==> src/logic/cpu_config.svh <==
// Processor size macros: word width, address width, register count, memory depth
`ifndef CPU_CONFIG_SVH
`define CPU_CONFIG_SVH

// Data and instruction word
`define CPU_WORD_WIDTH 16

// Word address into the external memory
`define CPU_ADDR_WIDTH 9

// General purpose registers
`define CPU_NUM_REGS 8

// External memory size in words
`define CPU_MEM_DEPTH 512

`endif

==> src/logic/isa_pkg.sv <==
// Instruction set types: data words, opcodes, op codes, shifts, formats and the union
`include "cpu_config.svh"

package isa_pkg;

   typedef logic [`CPU_WORD_WIDTH-1:0] word_t;
   typedef logic [`CPU_ADDR_WIDTH-1:0] addr_t;
   typedef logic [$clog2(`CPU_NUM_REGS)-1:0] reg_idx_t;

   typedef enum logic [2:0] {
      OPC_LOAD  = 3'b011,
      OPC_STORE = 3'b100,
      OPC_ALU   = 3'b101,
      OPC_MOVE  = 3'b110,
      OPC_HALT  = 3'b111
   } opcode_e;

   // Meaning of op depends on the opcode
   typedef logic [1:0] op_t;
   localparam op_t OP_ADD     = 2'b00;
   localparam op_t OP_AND     = 2'b10;
   localparam op_t OP_MVN     = 2'b11;
   localparam op_t OP_MOV_REG = 2'b00;
   localparam op_t OP_MOV_IMM = 2'b10;
   localparam op_t OP_MEM     = 2'b00;

   typedef enum logic [1:0] {
      SH_NONE = 2'b00,
      SH_LSL  = 2'b01,
      SH_LSR  = 2'b10,
      SH_ASR  = 2'b11
   } shift_e;

   typedef struct packed {
      opcode_e  opcode;
      op_t      op;
      reg_idx_t rn;
      reg_idx_t rd;
      shift_e   sh;
      reg_idx_t rm;
   } instr_reg_t;

   typedef struct packed {
      opcode_e    opcode;
      op_t        op;
      reg_idx_t   rn;
      logic [7:0] imm8;
   } instr_imm8_t;

   typedef struct packed {
      opcode_e    opcode;
      op_t        op;
      reg_idx_t   rn;
      reg_idx_t   rd;
      logic [4:0] imm5;
   } instr_mem_t;

   // One stored word, decoded per format
   typedef union packed {
      instr_reg_t  r;
      instr_imm8_t i8;
      instr_mem_t  m;
   } instr_u;

endpackage

==> src/logic/control_pkg.sv <==
// Control types: FSM states, ALU operations, write-back sources and memory commands
package control_pkg;

   typedef enum logic [3:0] {
      ST_FETCH,
      ST_UPDATE_PC,
      ST_DECODE,
      ST_ALU,
      ST_MOV_REG,
      ST_MOV_IMM,
      ST_MEM_ADDR,
      ST_LD_WAIT,
      ST_LD_WRITE,
      ST_ST_WRITE,
      ST_HALT
   } cpu_state_e;

   typedef enum logic [1:0] {
      ALU_ADD    = 2'b00,
      ALU_AND    = 2'b01,
      ALU_NOT_B  = 2'b10,
      ALU_PASS_B = 2'b11
   } alu_op_e;

   typedef enum logic [1:0] {
      WB_ALU  = 2'b00,
      WB_IMM8 = 2'b01,
      WB_MEM  = 2'b10
   } wb_sel_e;

   // Encodings seen on the memory command port
   typedef enum logic [1:0] {
      MEM_WRITE = 2'b00,
      MEM_READ  = 2'b01
   } mem_cmd_e;

endpackage

==> src/logic/cpu_ctrl_if.sv <==
// Control interfaces from the controller: dp_ctrl_if to the datapath, fetch_ctrl_if to fetch
`timescale 1ns/1ps

interface dp_ctrl_if
   import isa_pkg::*, control_pkg::*;
();
   reg_idx_t read_a;
   reg_idx_t read_b;
   reg_idx_t write_num;
   logic     write_en;
   logic     zero_a;
   logic     imm_b;
   shift_e   shift;
   alu_op_e  alu_op;
   wb_sel_e  wb_sel;

   modport controller (output read_a, read_b, write_num, write_en, zero_a, imm_b,
                       shift, alu_op, wb_sel);
   modport datapath (input read_a, read_b, write_num, write_en, zero_a, imm_b,
                     shift, alu_op, wb_sel);
endinterface

interface fetch_ctrl_if;
   logic load_pc;
   logic load_ir;
   logic load_addr;
   // PC on the memory bus when set, data address otherwise
   logic addr_from_pc;

   modport controller (output load_pc, load_ir, load_addr, addr_from_pc);
   modport fetch (input load_pc, load_ir, load_addr, addr_from_pc);
endinterface

==> src/logic/register_file.sv <==
// Register file: eight words, two asynchronous read ports and one synchronous write port
`timescale 1ns/1ps
`include "cpu_config.svh"

module register_file
   import isa_pkg::*;
(
   input  logic     clk,
   input  logic     write_en,
   input  reg_idx_t write_num,
   input  word_t    write_data,
   input  reg_idx_t read_a,
   input  reg_idx_t read_b,
   output word_t    data_a,
   output word_t    data_b
);

   word_t regs [`CPU_NUM_REGS];

   always_ff @(posedge clk) begin
      if (write_en) begin
         regs[write_num] <= write_data;
      end
   end

   assign data_a = regs[read_a];
   assign data_b = regs[read_b];

endmodule

==> src/logic/fetch_unit.sv <==
// Fetch unit: program counter, instruction register, data address register, address select
`timescale 1ns/1ps
`include "cpu_config.svh"

module fetch_unit
   import isa_pkg::*;
(
   input  logic         clk,
   input  logic         reset,
   fetch_ctrl_if.fetch  ctrl,
   input  word_t        read_data,
   input  word_t        result,
   output instr_u       instr,
   output addr_t        mem_addr
);

   addr_t pc;
   addr_t data_addr;

   always_ff @(posedge clk) begin
      if (reset) begin
         pc <= '0;
      end else if (ctrl.load_pc) begin
         pc <= pc + 1'b1;
      end
   end

   // Word fetched in the previous cycle
   always_ff @(posedge clk) begin
      if (ctrl.load_ir) begin
         instr <= read_data;
      end
   end

   // Load and store address from the datapath
   always_ff @(posedge clk) begin
      if (ctrl.load_addr) begin
         data_addr <= result[`CPU_ADDR_WIDTH-1:0];
      end
   end

   assign mem_addr = ctrl.addr_from_pc ? pc : data_addr;

endmodule

==> src/logic/cpu_controller.sv <==
// Multicycle controller FSM: decode, datapath and fetch controls, memory command, halt
`timescale 1ns/1ps

module cpu_controller
   import isa_pkg::*, control_pkg::*;
(
   input  logic                    clk,
   input  logic                    reset,
   input  instr_u                  instr,
   fetch_ctrl_if.controller        fctrl,
   dp_ctrl_if.controller           dctrl,
   output mem_cmd_e                mem_cmd,
   output logic                    halt
);

   cpu_state_e state;
   cpu_state_e next_state;
   instr_reg_t ir;

   assign ir = instr.r;

   // Anything not recognised here halts, CMP included
   function automatic cpu_state_e decode_state(instr_reg_t word);
      cpu_state_e st;
      st = ST_HALT;
      case (word.opcode)
         OPC_MOVE: begin
            if (word.op == OP_MOV_IMM) begin
               st = ST_MOV_IMM;
            end else if (word.op == OP_MOV_REG) begin
               st = ST_MOV_REG;
            end
         end
         OPC_ALU: begin
            if (word.op == OP_ADD || word.op == OP_AND || word.op == OP_MVN) begin
               st = ST_ALU;
            end
         end
         OPC_LOAD, OPC_STORE: begin
            if (word.op == OP_MEM) begin
               st = ST_MEM_ADDR;
            end
         end
         default: st = ST_HALT;
      endcase
      return st;
   endfunction

   function automatic alu_op_e alu_op_of(op_t op);
      case (op)
         OP_AND:  return ALU_AND;
         OP_MVN:  return ALU_NOT_B;
         default: return ALU_ADD;
      endcase
   endfunction

   always_ff @(posedge clk) begin
      if (reset) begin
         state <= ST_FETCH;
      end else begin
         state <= next_state;
      end
   end

   always_comb begin
      case (state)
         ST_FETCH:     next_state = ST_UPDATE_PC;
         ST_UPDATE_PC: next_state = ST_DECODE;
         ST_DECODE:    next_state = decode_state(ir);
         ST_MEM_ADDR:  next_state = (ir.opcode == OPC_LOAD) ? ST_LD_WAIT : ST_ST_WRITE;
         ST_LD_WAIT:   next_state = ST_LD_WRITE;
         ST_ALU, ST_MOV_REG, ST_MOV_IMM, ST_LD_WRITE, ST_ST_WRITE: begin
            next_state = ST_FETCH;
         end
         // Stays here until reset
         default:      next_state = ST_HALT;
      endcase
   end

   always_comb begin
      dctrl.read_a       = ir.rn;
      dctrl.read_b       = ir.rm;
      dctrl.write_num    = ir.rd;
      dctrl.write_en     = 1'b0;
      dctrl.zero_a       = 1'b0;
      dctrl.imm_b        = 1'b0;
      dctrl.shift        = SH_NONE;
      dctrl.alu_op       = ALU_PASS_B;
      dctrl.wb_sel       = WB_ALU;
      fctrl.load_pc      = 1'b0;
      fctrl.load_ir      = 1'b0;
      fctrl.load_addr    = 1'b0;
      fctrl.addr_from_pc = 1'b1;
      mem_cmd            = MEM_READ;

      case (state)
         ST_UPDATE_PC: begin
            fctrl.load_ir = 1'b1;
            fctrl.load_pc = 1'b1;
         end
         ST_ALU: begin
            dctrl.shift    = ir.sh;
            dctrl.alu_op   = alu_op_of(ir.op);
            dctrl.write_en = 1'b1;
         end
         ST_MOV_REG: begin
            dctrl.zero_a   = 1'b1;
            dctrl.shift    = ir.sh;
            dctrl.write_en = 1'b1;
         end
         ST_MOV_IMM: begin
            dctrl.write_num = ir.rn;
            dctrl.wb_sel    = WB_IMM8;
            dctrl.write_en  = 1'b1;
         end
         // Rn plus imm5 into the data address register
         ST_MEM_ADDR: begin
            dctrl.imm_b     = 1'b1;
            dctrl.alu_op    = ALU_ADD;
            fctrl.load_addr = 1'b1;
         end
         ST_LD_WAIT: begin
            fctrl.addr_from_pc = 1'b0;
         end
         ST_LD_WRITE: begin
            dctrl.wb_sel   = WB_MEM;
            dctrl.write_en = 1'b1;
         end
         ST_ST_WRITE: begin
            dctrl.read_b       = ir.rd;
            dctrl.zero_a       = 1'b1;
            fctrl.addr_from_pc = 1'b0;
            mem_cmd            = MEM_WRITE;
         end
         default: begin
         end
      endcase
   end

   assign halt = (state == ST_HALT);

endmodule

==> src/logic/cpu_datapath.sv <==
// Datapath: operand select, shifter, ALU and write-back select around the register file
`timescale 1ns/1ps
`include "cpu_config.svh"

module cpu_datapath
   import isa_pkg::*, control_pkg::*;
(
   input  logic               clk,
   input  instr_u             instr,
   dp_ctrl_if.datapath        ctrl,
   input  word_t              read_data,
   output word_t              result
);

   word_t data_a;
   word_t data_b;
   word_t operand_a;
   word_t shifted_b;
   word_t operand_b;
   word_t sximm5;
   word_t sximm8;
   word_t wb_data;

   register_file u_register_file (
      .clk        (clk),
      .write_en   (ctrl.write_en),
      .write_num  (ctrl.write_num),
      .write_data (wb_data),
      .read_a     (ctrl.read_a),
      .read_b     (ctrl.read_b),
      .data_a     (data_a),
      .data_b     (data_b)
   );

   assign sximm5 = {{(`CPU_WORD_WIDTH-5){instr.m.imm5[4]}}, instr.m.imm5};
   assign sximm8 = {{(`CPU_WORD_WIDTH-8){instr.i8.imm8[7]}}, instr.i8.imm8};

   always_comb begin
      case (ctrl.shift)
         SH_LSL:  shifted_b = data_b << 1;
         SH_LSR:  shifted_b = data_b >> 1;
         SH_ASR:  shifted_b = $signed(data_b) >>> 1;
         default: shifted_b = data_b;
      endcase
   end

   assign operand_a = ctrl.zero_a ? '0 : data_a;
   assign operand_b = ctrl.imm_b ? sximm5 : shifted_b;

   always_comb begin
      case (ctrl.alu_op)
         ALU_ADD:   result = operand_a + operand_b;
         ALU_AND:   result = operand_a & operand_b;
         ALU_NOT_B: result = ~operand_b;
         default:   result = operand_b;
      endcase
   end

   always_comb begin
      case (ctrl.wb_sel)
         WB_IMM8: wb_data = sximm8;
         WB_MEM:  wb_data = read_data;
         default: wb_data = result;
      endcase
   end

endmodule

==> src/logic/cpu_top.sv <==
// Processor top level: fetch unit, controller and datapath on a fixed-latency memory port
`timescale 1ns/1ps

module cpu_top
   import isa_pkg::*, control_pkg::*;
(
   input  logic     clk,
   input  logic     reset,
   output mem_cmd_e mem_cmd,
   output addr_t    mem_addr,
   input  word_t    read_data,
   output word_t    write_data,
   output logic     halt
);

   instr_u instr;
   word_t  result;

   fetch_ctrl_if fetch_ctrl ();
   dp_ctrl_if    dp_ctrl ();

   fetch_unit u_fetch_unit (
      .clk       (clk),
      .reset     (reset),
      .ctrl      (fetch_ctrl.fetch),
      .read_data (read_data),
      .result    (result),
      .instr     (instr),
      .mem_addr  (mem_addr)
   );

   cpu_controller u_cpu_controller (
      .clk     (clk),
      .reset   (reset),
      .instr   (instr),
      .fctrl   (fetch_ctrl.controller),
      .dctrl   (dp_ctrl.controller),
      .mem_cmd (mem_cmd),
      .halt    (halt)
   );

   cpu_datapath u_cpu_datapath (
      .clk       (clk),
      .instr     (instr),
      .ctrl      (dp_ctrl.datapath),
      .read_data (read_data),
      .result    (result)
   );

   // Store data is the datapath result
   assign write_data = result;

endmodule

==> config.mk <==
export PLATFORM = sky130hd
export DESIGN_NAME = cpu_top
export DESIGN_NICKNAME = d
export VERILOG_FILES = /design/src/logic/isa_pkg.sv /design/src/logic/control_pkg.sv /design/src/logic/cpu_ctrl_if.sv /design/src/logic/register_file.sv /design/src/logic/fetch_unit.sv /design/src/logic/cpu_controller.sv /design/src/logic/cpu_datapath.sv /design/src/logic/cpu_top.sv
export VERILOG_INCLUDE_DIRS = /design/src /design/src/logic
export SDC_FILE = /design/constraint.sdc
export NUM_CORES = 1
export LEC_CHECK = 0
export BUFFER_PORTS_ARGS = -buffer_cell sky130_fd_sc_hd__buf_2
export CAP_MARGIN = 20
export CORE_MARGIN = 10
export CORE_UTILIZATION = 35
export CTS_BUF_LIST = sky130_fd_sc_hd__clkbuf_4 sky130_fd_sc_hd__clkbuf_8 sky130_fd_sc_hd__clkbuf_16
export DETAILED_ROUTE_END_ITERATION = 8
export PLACE_DENSITY = 0.56
export SYNTH_ARGS = -nofsm -noshare
export SYNTH_HDL_FRONTEND = slang
export SYNTH_HIERARCHICAL = 1
export SYNTH_SLANG_ARGS = --single-unit
==> constraint.sdc <==
create_clock -name clk -period 6.8 [get_ports clk]
set_input_delay 0.68 -clock clk [delete_from_list [all_inputs] [get_ports clk]]
set_output_delay 0.68 -clock clk [all_outputs]
set_load 0.05 [all_outputs]
==> summary.md <==
| Metric | Value |
|---|---|
| CTS tree | yes |
| NetSw | ~0.002 W |
| Peak supply drop | 0.000143 V |
| Synthesis-stage register bit count | 166 |
| Avg Cell Area, Syn | 13.7 um2 |
| Post-synthesis adder-cell area fraction | 2.80% |
| IO buf count | 44 |
| Largest family of logic cells by synthesized area | multiplexers |
| Power per Cell Area | between 400 and 500 mW/mm2 |
| Xor/xnor share of the synthesized area | 1.56% |
| Hold_ws | 451 ps |
| Syn Nets | 780 |
| Fin util | 39.4% |
| Arrival @ worst endpoint | 5650 ps |
| Top FF cell, synth | edfxtp_1 |
| First-pass GRT wire length | 39,300 um |
| Die Span Y | 190 um |
| Slew at the pin closest to its max-slew limit | 1050 ps |
| Crit path max fanout | 20 |
| Die ar. | 0.0361 mm2 |
| Layout cells sized above 1 | around 22% |
| Area contributors post-synth | edfxtp_1 (45%), mux4_1 (15%), mux2_2 (5.9%) |
| DR WL/cell | 22.0 um |
| CP Capture Type | output port |
| Site Rows | 62 |
| Sequential area share after synthesis | slightly below 50% |
| Via count | 6,574 |
| Max incr delay on CP | 580 ps |
| Cell internal pwr | 0.00286 W |
| H-tree depth | 4 |
| # Post-CTS Setup Buffers | 0 |
| Mapped Area | 0.0101 mm2 |
| Min-delay worst type | primary input to flop |
| Setup violations, final | 0 |
| Ys async rst share | 0% |
| Routed Antenna Nets | 0 |
| Pin count of the biggest net entering global routing | 27 |
| Tcrit/Tclk final | between 90 and 100% |
| 1st-iter DRT viols | 572 |
| Placer Congestion | 0.878 |
| Top post-synthesis cells by count | edfxtp_1 (153), mux4_1 (56), mux2_2 (53) |
| Setup TNS Final | 0 ps |
| Top-area cell type share of the netlist area | 45.4% |
| All-Layer GR Usage | between 10 and 15% |
| Maxcap violations | 0 |
| CP Cell Sequence | or2b_1 -> nor2_1 -> mux2_4 -> buf_4 -> mux4_1 -> mux2_2 -> mux2i_1 -> nor3_1 -> or3b_2 -> ha_1 -> nand4_1 -> or2_2 -> o21bai_1 -> o211ai_1 -> nand2_1 -> buf_2 |
| Cell taking the most area after synthesis | edfxtp_1 |
| Synth Area in Compound Gates | approximately a tenth |
| Die X-Extent | 190 um |
| Initial Util | 35.3% |
| Final WL | 25,700 um |
| Worst EP required | around 6000 ps |
| Clk_skew | 12.8 ps |
| Cell with the most instances after synthesis | edfxtp_1 |
| Leak Pwr | 4.00 nW |
| RSZ-0062 raised after global routing | no |
| Area grow syn2layout | 11.4% |
| Logic pwr share | 49.2% |
| Outcome | complete, no violations |
| Synth cell types | 73 |
| Core area | 0.0286 mm2 |
| Highest Clock Rate | between 150 and 200 MHz |
| Clock tree root buffer cell | clkbuf_16 |
| CP max stage cell | mux4_1 |
| Synth Area in Simple Gates | 9.22% |
| Clock period minus worst slack | 6330 ps |
| Antenna cells | 0 |
| EDFF count, synth | 153 |
| DP HPWL | 18,300 um |
| Vias in the first global route | 6,544 |
| Final nets | 810 |
| Hold violation total from the final report | 0 |
| CP startpoint kind | flop |
| Fin. max-slew vios | 0 |
| Hold Buf Count CTS | 0 |
| Via density | about 5.6 |
| Net Sw Frac | between 40% and 50% |
| Latest clock arrival within the worst-skew pair | 430 ps |
| Mux contribution to synthesized area | around a quarter |
| Clk pwr share | between 10% and 20% |
| DRC violations left | 0 |
| First-pass DRT Iterations | 5 |
| Initial antenna violation count | 0 |
| Seq pwr share | a little under a third |
| Max Root-Sink Buffers | 2 |
| Cells after synthesis | 740 |
| Post-cts resize count | 0 |
| Clk sink count | ~170 |
| Worst-path clk slew | 70 ps |
| # IOs | 46 |
| Rel. slew slack | 29.8% |
| Crit path kind | flop to output port |
| Synth warn | 6 |
| Grt ovf | 0 |
| CTS buffer count | 17 |
-- worst max-delay path, delay by kind of cell, from the launching register on --
family                     cells  cell delay, ps
and+or+nand+nor                7            1820
DFF                            1             540
AOI/OAI and AO/OA              2             240
buffers and inverters          2             590
muxes                          4            1510
adders and majority gates      1             480
-- final timing paths --
check / start / end / slack (ps) / cells past startpoint
setup / recovery: u_cpu_controller/state[3]$_SDFF_PP0_ / write_data[15] / 470 / 16
hold / removal: read_data[12] / u_fetch_unit/instr[12]$_DFFE_PP_ / 450 / 1
setup reg to reg: u_cpu_controller/state[3]$_SDFF_PP0_ / u_cpu_datapath/u_register_file/regs[5][15]$_DFFE_PP_ / 980 / 15
hold reg to reg: u_fetch_unit/pc[8]$_SDFFE_PP0P_ / u_fetch_unit/pc[8]$_SDFFE_PP0P_ / 500 / 2
-- state kept, by name, summed over array words and instances (netlist names) --
register	count
u_fetch_unit/pc	9
u_cpu_datapath/u_register_file/regs	128
u_fetch_unit/instr	16
u_cpu_controller/state	4
u_fetch_unit/data_addr	9
-- area by class of cell --
| cell class | instances | area, um2 |
|---|---|---|
| Multi-Input combinational cell | 505 | 4890 |
| Timing Repair Buffer | 65 | 385 |
| Fill cell | 2604 | 17400 |
| Clock buffer | 18 | 433 |
| Sequential cell | 166 | 4850 |
| Tap cell | 384 | 480 |
| Inverter | 15 | 56.3 |
| Clock inverter | 14 | 164 |
-- metal layers --
| metal | GRT usage, % | part of all wire [%] | vias up |
|---|---|---|---|
| met4 | 4.52 | 1.9 | 0 |
| met1 | 17.9 | 44 | 3362 |
| li1 | - | - | 3044 |
| met5 | 0 | 0 | - |
| met3 | 2.38 | 4.0 | 25 |
| met2 | 24.7 | 50 | 143 |
-- stage by stage --
stage / worst slack, ps / total power (W) / cell area [um2] / instances
3_5_place_dp: 710 / 0.00392 / 10600 / 1134
5_1_grt: 99.0 / 0.00520 / 11300 / 1167
2_1_floorplan: 1090 / 0.00332 / 10100 / 740
6_report: 468 / 0.00491 / 11300 / 1167
4_1_cts: 232 / 0.00490 / 11200 / 1166
3_3_place_gp: 750 / 0.00392 / 10600 / 1134
-- cell usage in the layout (no fill, tap or decap), drive strengths merged, types with 21 or more instances in the layout --
cell type / Yosys / routed
a21oi: 46 / 46
buf: 37 / 65
edfxtp: 153 / 153
ha: 21 / 21
inv: 15 / 22
mux2: 58 / 58
mux4: 64 / 64
nand2: 36 / 36
nor2: 43 / 43
nor2b: 24 / 24
o21ai: 27 / 27
-- power by group through the flow --
stage,Combinational [W],Clock (W),Sequential [W]
6_report,0.00242,0.000976,0.00152
5_1_grt,0.00262,0.00105,0.00153
4_1_cts,0.00239,0.000990,0.00152
3_5_place_dp,0.00238,0,0.00154
3_3_place_gp,0.00238,0,0.00154
2_1_floorplan,0.00185,0,0.00147
-- cell families (layout without fill, tap and decap cells) --
family | count (synthesis) | after routing
adders and majority gates | 22 | 22
xor gates and xnor gates | 18 | 18
and+or+nand+nor | 174 | 174
AOI/OAI and AO/OA | 150 | 150
muxes | 140 | 140
buffers and inverters | 69 | 112
DFF | 166 | 166
other | 1 | 1
Power figures use the tool's default switching activity.
